**src/hw/morse_pkg.sv**
```systemverilog
package morse_pkg;

  ////////////////////
  // Buffer geometry
  ////////////////////

  // Character positions in the buffer
  localparam int NUM_SLOTS = 8;

  // Seven segments plus decimal point
  localparam int SEG_W = 8;

  // Pulse code of one character, bit 0 sent first
  localparam int CODE_W = 17;

  // Enough bits to count 0 .. NUM_SLOTS
  localparam int COUNT_W = $clog2(NUM_SLOTS + 1);

  // Flattened output buses
  localparam int DISP_W = NUM_SLOTS * SEG_W;   // 64
  localparam int MSG_W  = NUM_SLOTS * CODE_W;  // 136

  ////////////////////
  // Types
  ////////////////////

  // Active-low segment pattern, bit 7 is the decimal point
  typedef logic [SEG_W-1:0] seg_t;

  // Pulse code, unused tail bits stay zero
  typedef logic [CODE_W-1:0] code_t;

  // Characters held
  typedef logic [COUNT_W-1:0] count_t;

  ////////////////////
  // Empty slot values
  ////////////////////

  // All segments off
  localparam seg_t SEG_BLANK = '1;

  // Nothing to send
  localparam code_t CODE_EMPTY = '0;

endpackage

```
**src/hw/char_slot.sv**
```systemverilog
module char_slot import morse_pkg::*; (
  input  logic  clk,
  input  logic  rst,
  input  logic  load_i,
  input  logic  clear_i,
  input  seg_t  seg_i,
  input  code_t code_i,
  output seg_t  seg_o,
  output code_t code_o
);

  seg_t  seg_q;
  code_t code_q;

  // Load and clear never arrive together
  always_ff @(posedge clk or posedge rst)
  begin
    if (rst)
    begin
      seg_q  <= SEG_BLANK;
      code_q <= CODE_EMPTY;
    end
    else if (load_i)
    begin
      seg_q  <= seg_i;
      code_q <= code_i;
    end
    else if (clear_i)
    begin
      seg_q  <= SEG_BLANK;   // back to dark
      code_q <= CODE_EMPTY;
    end
  end

  assign seg_o  = seg_q;
  assign code_o = code_q;

endmodule

```
**src/hw/entry_ctrl.sv**
```systemverilog
module entry_ctrl import morse_pkg::*; (
  input  logic                 clk,
  input  logic                 rst,
  input  logic                 tick_i,
  input  logic                 enable_i,
  input  logic                 press_i,
  input  logic                 backspace_i,
  output logic [NUM_SLOTS-1:0] load_o,
  output logic [NUM_SLOTS-1:0] clear_o,
  output count_t               count_o
);

  typedef enum logic [1:0]
  {
    ACT_IDLE,
    ACT_APPEND,
    ACT_DELETE
  } action_t;

  count_t  count_q;
  action_t action;
  logic    sample;
  logic    full;
  logic    empty;

  ////////////////////
  // Decision
  ////////////////////

  assign sample = tick_i & enable_i;
  assign full   = (count_q == count_t'(NUM_SLOTS));
  assign empty  = (count_q == '0);

  // Press has priority
  always_comb
  begin
    action = ACT_IDLE;
    if (sample)
    begin
      if (press_i && !full)
        action = ACT_APPEND;
      else if (backspace_i && !empty)
        action = ACT_DELETE;
    end
  end

  ////////////////////
  // Character count
  ////////////////////

  always_ff @(posedge clk or posedge rst)
  begin
    if (rst)
    begin
      count_q <= '0;
    end
    else
    begin
      case (action)
        ACT_APPEND: count_q <= count_q + 1'b1;
        ACT_DELETE: count_q <= count_q - 1'b1;
        default:    count_q <= count_q;
      endcase
    end
  end

  assign count_o = count_q;

  ////////////////////
  // Slot strobes
  ////////////////////

  // Append writes slot count, delete blanks slot count-1
  always_comb
  begin
    for (int i = 0; i < NUM_SLOTS; i++)
    begin
      load_o[i]  = (action == ACT_APPEND) && (count_q == count_t'(i));
      clear_o[i] = (action == ACT_DELETE) && (count_q == count_t'(i + 1));
    end
  end

endmodule

```
**src/hw/key_tick_gen.sv**
```systemverilog
module key_tick_gen #(
  parameter int TICK_DIV_BITS = 25
) (
  input  logic clk,
  input  logic rst,
  output logic tick_o
);

  logic [TICK_DIV_BITS-1:0] div_cnt;

  // Free-running divider
  always_ff @(posedge clk or posedge rst)
  begin
    if (rst)
      div_cnt <= '0;
    else
      div_cnt <= div_cnt + 1'b1;
  end

  // One pulse per wrap of the divider
  assign tick_o = &div_cnt;  // high in the last count before the wrap

endmodule

```
**src/hw/morse_entry_top.sv**
```systemverilog
module morse_entry_top import morse_pkg::*; #(
  parameter int TICK_DIV_BITS = 25
) (
  input  logic              clk,
  input  logic              rst,
  input  logic              enable_i,
  input  logic              press_i,
  input  logic              backspace_i,
  input  seg_t              seg_i,
  output logic [DISP_W-1:0] display_o,
  output logic [MSG_W-1:0]  message_o,
  output count_t            count_o
);

  logic                 tick;
  logic [NUM_SLOTS-1:0] load;
  logic [NUM_SLOTS-1:0] clear;
  code_t                key_code;
  seg_t                 slot_seg  [NUM_SLOTS];
  code_t                slot_code [NUM_SLOTS];

  ////////////////////
  // Key sampling
  ////////////////////

  key_tick_gen #(
    .TICK_DIV_BITS (TICK_DIV_BITS)
  ) u_tick (
    .clk    (clk),
    .rst    (rst),
    .tick_o (tick)
  );

  seg_to_code u_code (
    .seg_i  (seg_i),
    .code_o (key_code)
  );

  entry_ctrl u_ctrl (
    .clk         (clk),
    .rst         (rst),
    .tick_i      (tick),
    .enable_i    (enable_i),
    .press_i     (press_i),
    .backspace_i (backspace_i),
    .load_o      (load),
    .clear_o     (clear),
    .count_o     (count_o)
  );

  ////////////////////
  // Character slots
  ////////////////////

  // Slot 0 is the first character typed, lowest bits of each bus
  for (genvar k = 0; k < NUM_SLOTS; k++)
  begin : g_slot
    char_slot u_slot (
      .clk     (clk),
      .rst     (rst),
      .load_i  (load[k]),
      .clear_i (clear[k]),
      .seg_i   (seg_i),
      .code_i  (key_code),
      .seg_o   (slot_seg[k]),
      .code_o  (slot_code[k])
    );

    assign display_o[k*SEG_W +: SEG_W]   = slot_seg[k];
    assign message_o[k*CODE_W +: CODE_W] = slot_code[k];
  end

endmodule

```
**src/hw/seg_to_code.sv**
```systemverilog
module seg_to_code import morse_pkg::*; (
  input  seg_t  seg_i,
  output code_t code_o
);

  ////////////////////
  // Hex digit table
  ////////////////////

  // Patterns are active low, codes written bit 16 down to bit 0
  // so the first pulse sits at the right end of each literal
  always_comb
  begin
    case (seg_i)
      // Digits
      8'b1100_0000: code_o = 17'b00011011011011011;  // 0
      8'b1111_1001: code_o = 17'b00001101101101101;  // 1
      8'b1010_0100: code_o = 17'b00000110110110101;  // 2
      8'b1011_0000: code_o = 17'b00000011011010101;  // 3
      8'b1001_1001: code_o = 17'b00000001101010101;  // 4
      8'b1001_0010: code_o = 17'b00000000101010101;  // 5
      8'b1000_0010: code_o = 17'b00000001010101011;  // 6
      8'b1111_1000: code_o = 17'b00000010101011011;  // 7
      8'b1000_0000: code_o = 17'b00000101011011011;  // 8
      8'b1001_0000: code_o = 17'b00001011011011011;  // 9

      // Letters, mixed case as shown on the display
      8'b1000_1000: code_o = 17'b00000000000001101;  // A
      8'b1000_0011: code_o = 17'b00000000010101011;  // b
      8'b1100_0110: code_o = 17'b00000000101101011;  // C
      8'b1010_0001: code_o = 17'b00000000000101011;  // d
      8'b1000_0110: code_o = 17'b00000000000000001;  // E
      8'b1000_1110: code_o = 17'b00000000010110101;  // F

      // Not a hex digit, slot keeps segments only
      default:      code_o = CODE_EMPTY;
    endcase
  end

endmodule

```
**config.mk**
```make
export PLATFORM = sky130hd
export DESIGN_NAME = morse_entry_top
export DESIGN_NICKNAME = d
export VERILOG_FILES = /design/src/hw/morse_pkg.sv /design/src/hw/char_slot.sv /design/src/hw/entry_ctrl.sv /design/src/hw/key_tick_gen.sv /design/src/hw/morse_entry_top.sv /design/src/hw/seg_to_code.sv
export SDC_FILE = /design/constraint.sdc
export NUM_CORES = 1
export LEC_CHECK = 0
export BUFFER_PORTS_ARGS = -buffer_cell sky130_fd_sc_hd__buf_2
export CORE_ASPECT_RATIO = 0.75
export CORE_MARGIN = 3
export CORE_UTILIZATION = 50
export CTS_BUF_LIST = sky130_fd_sc_hd__clkbuf_8
export DETAILED_ROUTE_END_ITERATION = 6
export HOLD_SLACK_MARGIN = 0.12
export PLACE_DENSITY_LB_ADDON = 0.3
export SETUP_SLACK_MARGIN = 0.3
export SLEW_MARGIN = 0
export SYNTH_ARGS = -nofsm -noshare
export SYNTH_HDL_FRONTEND = slang
export SYNTH_SLANG_ARGS = --single-unit
```
**constraint.sdc**
```tcl
create_clock -name clk -period 6.5 [get_ports clk]
set_input_delay 0.65 -clock clk [delete_from_list [all_inputs] [get_ports clk]]
set_output_delay 0.65 -clock clk [all_outputs]
set_load 0.02 [all_outputs]
```
==> Yosys cells after proc, flatten, opt, wreduce, memory -nomap -nowiden <==
Index checks and enable logic that the tools add are counted.
{ "word_totals": {"out_inout_bits": 204, "reg_bits": 229} }
{ "op_classes": {"add_sub_neg": 3, "bitwise_logic": 1, "reduce_logical": 31, "n_mux": 37, "n_eq_ne": 26} }
{ "op_table": {"columns": ["operator", "count"], "rows": [
  ["2-to-1 mux 17 bit", 16],
  ["one-hot mux 14 bit (16 select lines)", 1],
  ["== test 8 bit, second input constant", 16],
  ["2-to-1 mux 8 bit", 16],
  ["adder 25 x 1 -> 25 bit, second input constant", 1],
  ["AND reduction 25 bit", 1],
  ["logical AND 1 bit", 18],
  ["nonzero test 2 bit", 9],
  ["== test 4 x 3 -> 1 bit, second input constant", 4],
  ["== test 4 x 2 -> 1 bit, second input constant", 2],
  ["one-hot mux 4 bit (2 select lines)", 1],
  ["2-to-1 mux 2 bit", 3],
  ["adder 4 x 1 -> 4 bit, second input constant", 1],
  ["== test 4 x 1 -> 1 bit, second input constant", 1],
  ["== test 4 bit, second input constant", 1],
  ["zero test 4 bit", 1],
  ["subtractor 4 x 1 -> 4 bit, second input constant", 1],
  ["== test 2 x 1 -> 1 bit, second input constant", 1],
  ["== test 2 bit, second input constant", 1],
  ["zero test 1 bit", 2],
  ["bitwise AND 1 bit", 1]
]} }

==> Longest topological paths before layout <==
{ "logic_depth": {"depth_word": 10, "depth_mapped": 9, "ltp_nobuf": 7} }

==> Cells and area by module <==
From an unflattened synthesis, not the netlist that was laid out.
{ "hier_totals": {"hier_cells": 988, "hier_area_um2": 10615.2} }
{ "by_module_without_submodules": {"columns": ["module", "n_inst", "area_each_um2", "cells_each", "seq_area_each_um2"], "rows": [
  ["char_slot", 8, 1048.5, 92, 635.6],
  ["key_tick_gen", 1, 1141.1, 95, 625.6],
  ["seg_to_code", 1, 615.6, 99, 0.0],
  ["entry_ctrl", 1, 470.5, 58, 100.1]
]} }

==> Worst setup path before layout <==
No wires, ideal clock.
{ "synth_timing": {"path_type": "register to register", "startpoint": "register u_ctrl.count_q[0], in the netlist u_ctrl.count_o[0]", "endpoint": "register g_slot[0].u_slot.code_q[0]", "setup_time_ps": 144, "arrival_ps": 2240, "stages_incl_launch_ff": 10, "path_slack_ps": 4117, "synth_period_minus_slack_ps": 2383, "path_cell_list": "dfrtp_1 -> inv_1 -> ha_1 -> nor3b_1 -> a2111oi_0 -> o2111ai_1 -> buf_4 -> buf_6 -> nand2_1 -> o21ai_0"} }
{ "synth_via": {"elab_chain_cells": 9} }
{ "synth_lines": {"columns": ["item", "line_no", "source"], "rows": [
  ["from (decl)", "entry_ctrl.sv:20", "count_t count_q;"],
  ["from (signal assigned)", "entry_ctrl.sv:60", "ACT_APPEND: count_q <= count_q + 1'b1;"],
  ["from (signal assigned)", "entry_ctrl.sv:61", "ACT_DELETE: count_q <= count_q - 1'b1;"],
  ["from (signal assigned)", "entry_ctrl.sv:62", "default: count_q <= count_q;"],
  ["zero test 4 bit", "entry_ctrl.sv:32, entry_ctrl.sv:78", null],
  ["zero test 1 bit", "entry_ctrl.sv:42", "else if (backspace_i && !empty)"],
  ["logical AND 1 bit", "entry_ctrl.sv:42", null],
  ["2-to-1 mux 2 bit", "entry_ctrl.sv:42", null],
  ["2-to-1 mux 2 bit", "entry_ctrl.sv:40", "if (press_i && !full)"],
  ["2-to-1 mux 2 bit", "entry_ctrl.sv:38", "if (sample)"],
  ["== test 2 x 1 -> 1 bit / == test 2 bit (equally long branches)", "entry_ctrl.sv:78, entry_ctrl.sv:79", null],
  ["logical AND 1 bit, on equally long branches", "entry_ctrl.sv:78, entry_ctrl.sv:79", null],
  ["2-to-1 mux 17 bit / nonzero test 2 bit (equally long branches)", null, null],
  ["to (signal assigned)", "char_slot.sv:26", "code_q <= code_i;"],
  ["to (decl)", "char_slot.sv:13", "code_t code_q;"]
]} }
Several ways; a longest one is shown, not always the timed one.
A chain may end at the register's enable or synchronous reset.

==> Final worst setup path <==
{ "layout_timing": {"startpoint": "register u_ctrl.count_q[1], in the netlist u_ctrl.count_o[1]", "endpoint": "register g_slot[1].u_slot.code_q[11]"} }
{ "layout_via": {"elab_chain_cells": 9} }
{ "layout_lines": {"columns": ["item", "line_no", "source"], "rows": [
  ["zero test 4 bit", "entry_ctrl.sv:32", "assign empty = (count_q == '0);"],
  ["zero test 1 bit", "entry_ctrl.sv:42", null],
  ["logical AND 1 bit", "entry_ctrl.sv:42", null],
  ["2-to-1 mux 2 bit", "entry_ctrl.sv:42", null],
  ["2-to-1 mux 2 bit", "entry_ctrl.sv:40", null],
  ["2-to-1 mux 2 bit", "entry_ctrl.sv:38", null],
  ["== test 2 x 1 -> 1 bit / == test 2 bit (equally long branches)", "entry_ctrl.sv:78, entry_ctrl.sv:79", null],
  ["logical AND 1 bit, on equally long branches", "entry_ctrl.sv:78, entry_ctrl.sv:79", null],
  ["2-to-1 mux 17 bit / nonzero test 2 bit (equally long branches)", null, null],
  ["to (signal assigned)", "char_slot.sv:26", null],
  ["to (decl)", "char_slot.sv:13", null]
]} }
Several ways; a longest one is shown, not always the timed one.

==> flow_summary_export.csv <==
group,metric,value,unit
critical_path,critPathCaptureType,"register",
worst_hold_path,hold_path_class,"input port to async pin",
routing,wl_per_cell,19.3,µm
cts,cts_sinks,205,
die,ioPinCount,217,
routing,drt_iter0_markers,582,
global_routing,antenna_found_initial,0,
power_and_ir_drop,power_density,238,nW/µm²
yosys,synth_top_area_cell,"dfrtp_1",
flow_run,maxCapViolCount,0,
die,fp.dieW,161,µm
place,postPlaceCellArea,9930,µm²
place,io_buffers,192,
global_routing,globalRoute.totalOverflow,0,
sta,min_period,3280,ps
yosys,ys_seq_elements,205,
critical_path,crit_type,"register to register",
global_routing,grt_pass1_wl,38800,µm
yosys,synth_edf_count,0,
yosys,synth_common_cells,"dfrtp_1, nand2_1, o21ai_0",
critical_path,cp-start-kind,"register",
die,die_y,122,µm
cts,cts_tree,"yes",
cells_and_area,final_cell_area,10600,µm²
sta,tightest_slew,1230,ps
power_and_ir_drop,ir_worst_vdd,0.146,mV
yosys,syn_avg_cell_area,10.5,µm²
yosys,yosys_warnings,0,
cells_and_area,fin_cells,1293,
sta,slew_violations,0,
routing,wl_met2,10900,µm
critical_path,critPathMaxFanout,22,
die,core-area,17200,µm²
die,die-area,19700,µm²
yosys,yosysMostFrequentCell,"dfrtp_1",
run_status,status,"finished clean",
sta,max_freq,304,MHz
yosys,synth_area_leaders,"dfrtp_1, dfstp_2, nand2_1",
cts,clock_tree.root_cell,"clkbuf_8",
sta,timing.hold.ws,266,ps
routing,vias,7081,
global_routing,grt_usage,25.1,%
sta,clock_skew,22.0,ps
cells_and_area,areaGrowthSynthToFinish,18.1,%
cts,cts-htree-levels,1,
sta,slew_headroom,18.1,%
yosys,synthCells,862,
yosys,yosysTopAreaCellShare,39.2,%
routing,routed_via_density,5.48,
cts,cts_inserted_buffers,31,
global_routing,grt_max_degree,142,
sta,finalSetupViolCount,0,
routing,route.detailed.drc,0,
cts,cts_max_path_buffers,3,
cts,post_cts_buffers,0,
cells_and_area,nFillCells,1476,
yosys,async_flop_share,100,%
yosys,ys.flop_type,"dfrtp_1",
cts,cts-hold-fix-buffers,0,
cells_and_area,nets,1050,
cts,clock_latency,570,ps
sta,setup_tns,0,ps
sta,hold_viol,0,
sta,post-route-period-util,50.5,%
cells_and_area,utilization,61.7,%
place,hpwl,16600,µm
cells_and_area,antennaDiodeCount,0,
yosys,syn_area,9010,µm²
die,num_rows,41,
critical_path,arrival,3660,ps
routing,wl,25000,µm
yosys,yosysUniqueCellTypes,54,
power_and_ir_drop,leakagePower,5.46,nW
critical_path,worstPathRequired,6870,ps
routing,wl_met1,11500,µm
routing,dr.pass1.iters,5,
global_routing,grt_pass1_vias,6881,
place,gp_congestion,0.903,
place,dp.cells,1235,
cells_and_area,drive_gt1_share,30.6,%
yosys,yosysSeqAreaShare,57.8,%
sta,rsz0062_at_grt,"no",
cts,path_clk_slew,60,ps
cts,cts_resized,0,
routing,top_layer,"met4",
routing,antenna_left,0,
routing,dr_wl_met3,2330,µm
die,initial_core_util,52.3,%
## worst max-delay path, cell delays in order (launching register included)
cell and delay, ps:
dfrtp_1 490, inv_1 100, ha_1 300, nor3b_1 220, a2111oi_0 850, o2111ai_2 750
nand2_1 250, o21ai_0 130
## kinds of logic after synthesis
family | after synthesis | synth area share, %
and+or+nand+nor | 313 | 18.4
AOI/OAI and AO/OA | 210 | 14.0
DFF | 205 | 57.8
buffers and inverters | 99 | 6.25
xor gates and xnor gates | 28 | 2.72
adders and majority gates | 5 | 0.694
other | 1 | 0.0416
muxes | 1 | 0.111
## area by class of cell
cell class,instances,area [µm²],share of cell area (%)
clock inverters,15,119,1.12
inverters,19,78.8,0.741
clock buffers,43,592,5.56
multi-input cells,581,3370,31.7
flip-flops and latches,205,5210,49.0
repair buffers,194,976,9.17
well taps,236,295,2.78
## metrics by stage
stage / setup WS [ps] / power (mW)
2_1_floorplan: 360 / 1.37
3_3_place_gp: 3500 / 1.38
3_5_place_dp: 3340 / 1.38
4_1_cts: 3330 / 2.56
5_1_grt: 2900 / 2.62
6_report: 3220 / 2.53
## power breakdown
group,switching [mW],total (mW),internal [mW]
combinational,0.0718,0.0818,0.0100
clock,0.505,1.17,0.668
sequential,0,1.28,1.28
total,0.577,2.53,1.96
## flip-flops by register name (all words and copies together), names as in the netlist
name                  cells
g_slot.u_slot.seg_o      64
u_tick.div_cnt           25
u_ctrl.count_o            4
g_slot.u_slot.code_o    112
## worst paths after layout
path | start | end | slack (ps) | depth (start not counted)
worst min register to register | g_slot[3].u_slot.seg_o[2] | g_slot[3].u_slot.seg_o[2] | 460 | 2
worst max-delay path | u_ctrl.count_o[1] | g_slot[1].u_slot.code_o[11] | 3220 | 7
worst min-delay path | rst | g_slot[7].u_slot.code_o[10] | 270 | 2
max in group asynchronous | rst | g_slot[0].u_slot.code_o[9] | 4840 | 3
min in group clk | g_slot[3].u_slot.seg_o[2] | g_slot[3].u_slot.seg_o[2] | 460 | 2
worst max register to register | u_ctrl.count_o[1] | g_slot[1].u_slot.code_o[11] | 3220 | 7
## per-layer routing
layer,vias to the layer above,GRT usage (%)
li1,3236,-
met1,3529,37.0
met2,288,37.6
met3,28,7.49
met4,0,4.62
met5,-,0
## cell usage in the layout, fill, tap and decap left out, types with 4 or more instances in the layout
cell	count
clkbuf_8	43
nor2b_1	9
a21oi_1	16
dfstp_2	64
ha_1	5
o21a_1	57
nand2_1	124
nand4_1	12
or2b_1	12
conb_1	24
and3_1	10
nand3b_1	15
xnor2_1	17
o21ai_1	46
o21ai_0	70
xor2_1	11
nor4_2	4
o2111ai_2	6
dfrtp_1	141
buf_2	192
nor2_1	29
nand3_1	38
nand2b_1	37
inv_1	28
Note: power is estimated with default switching activity, not from simulation.
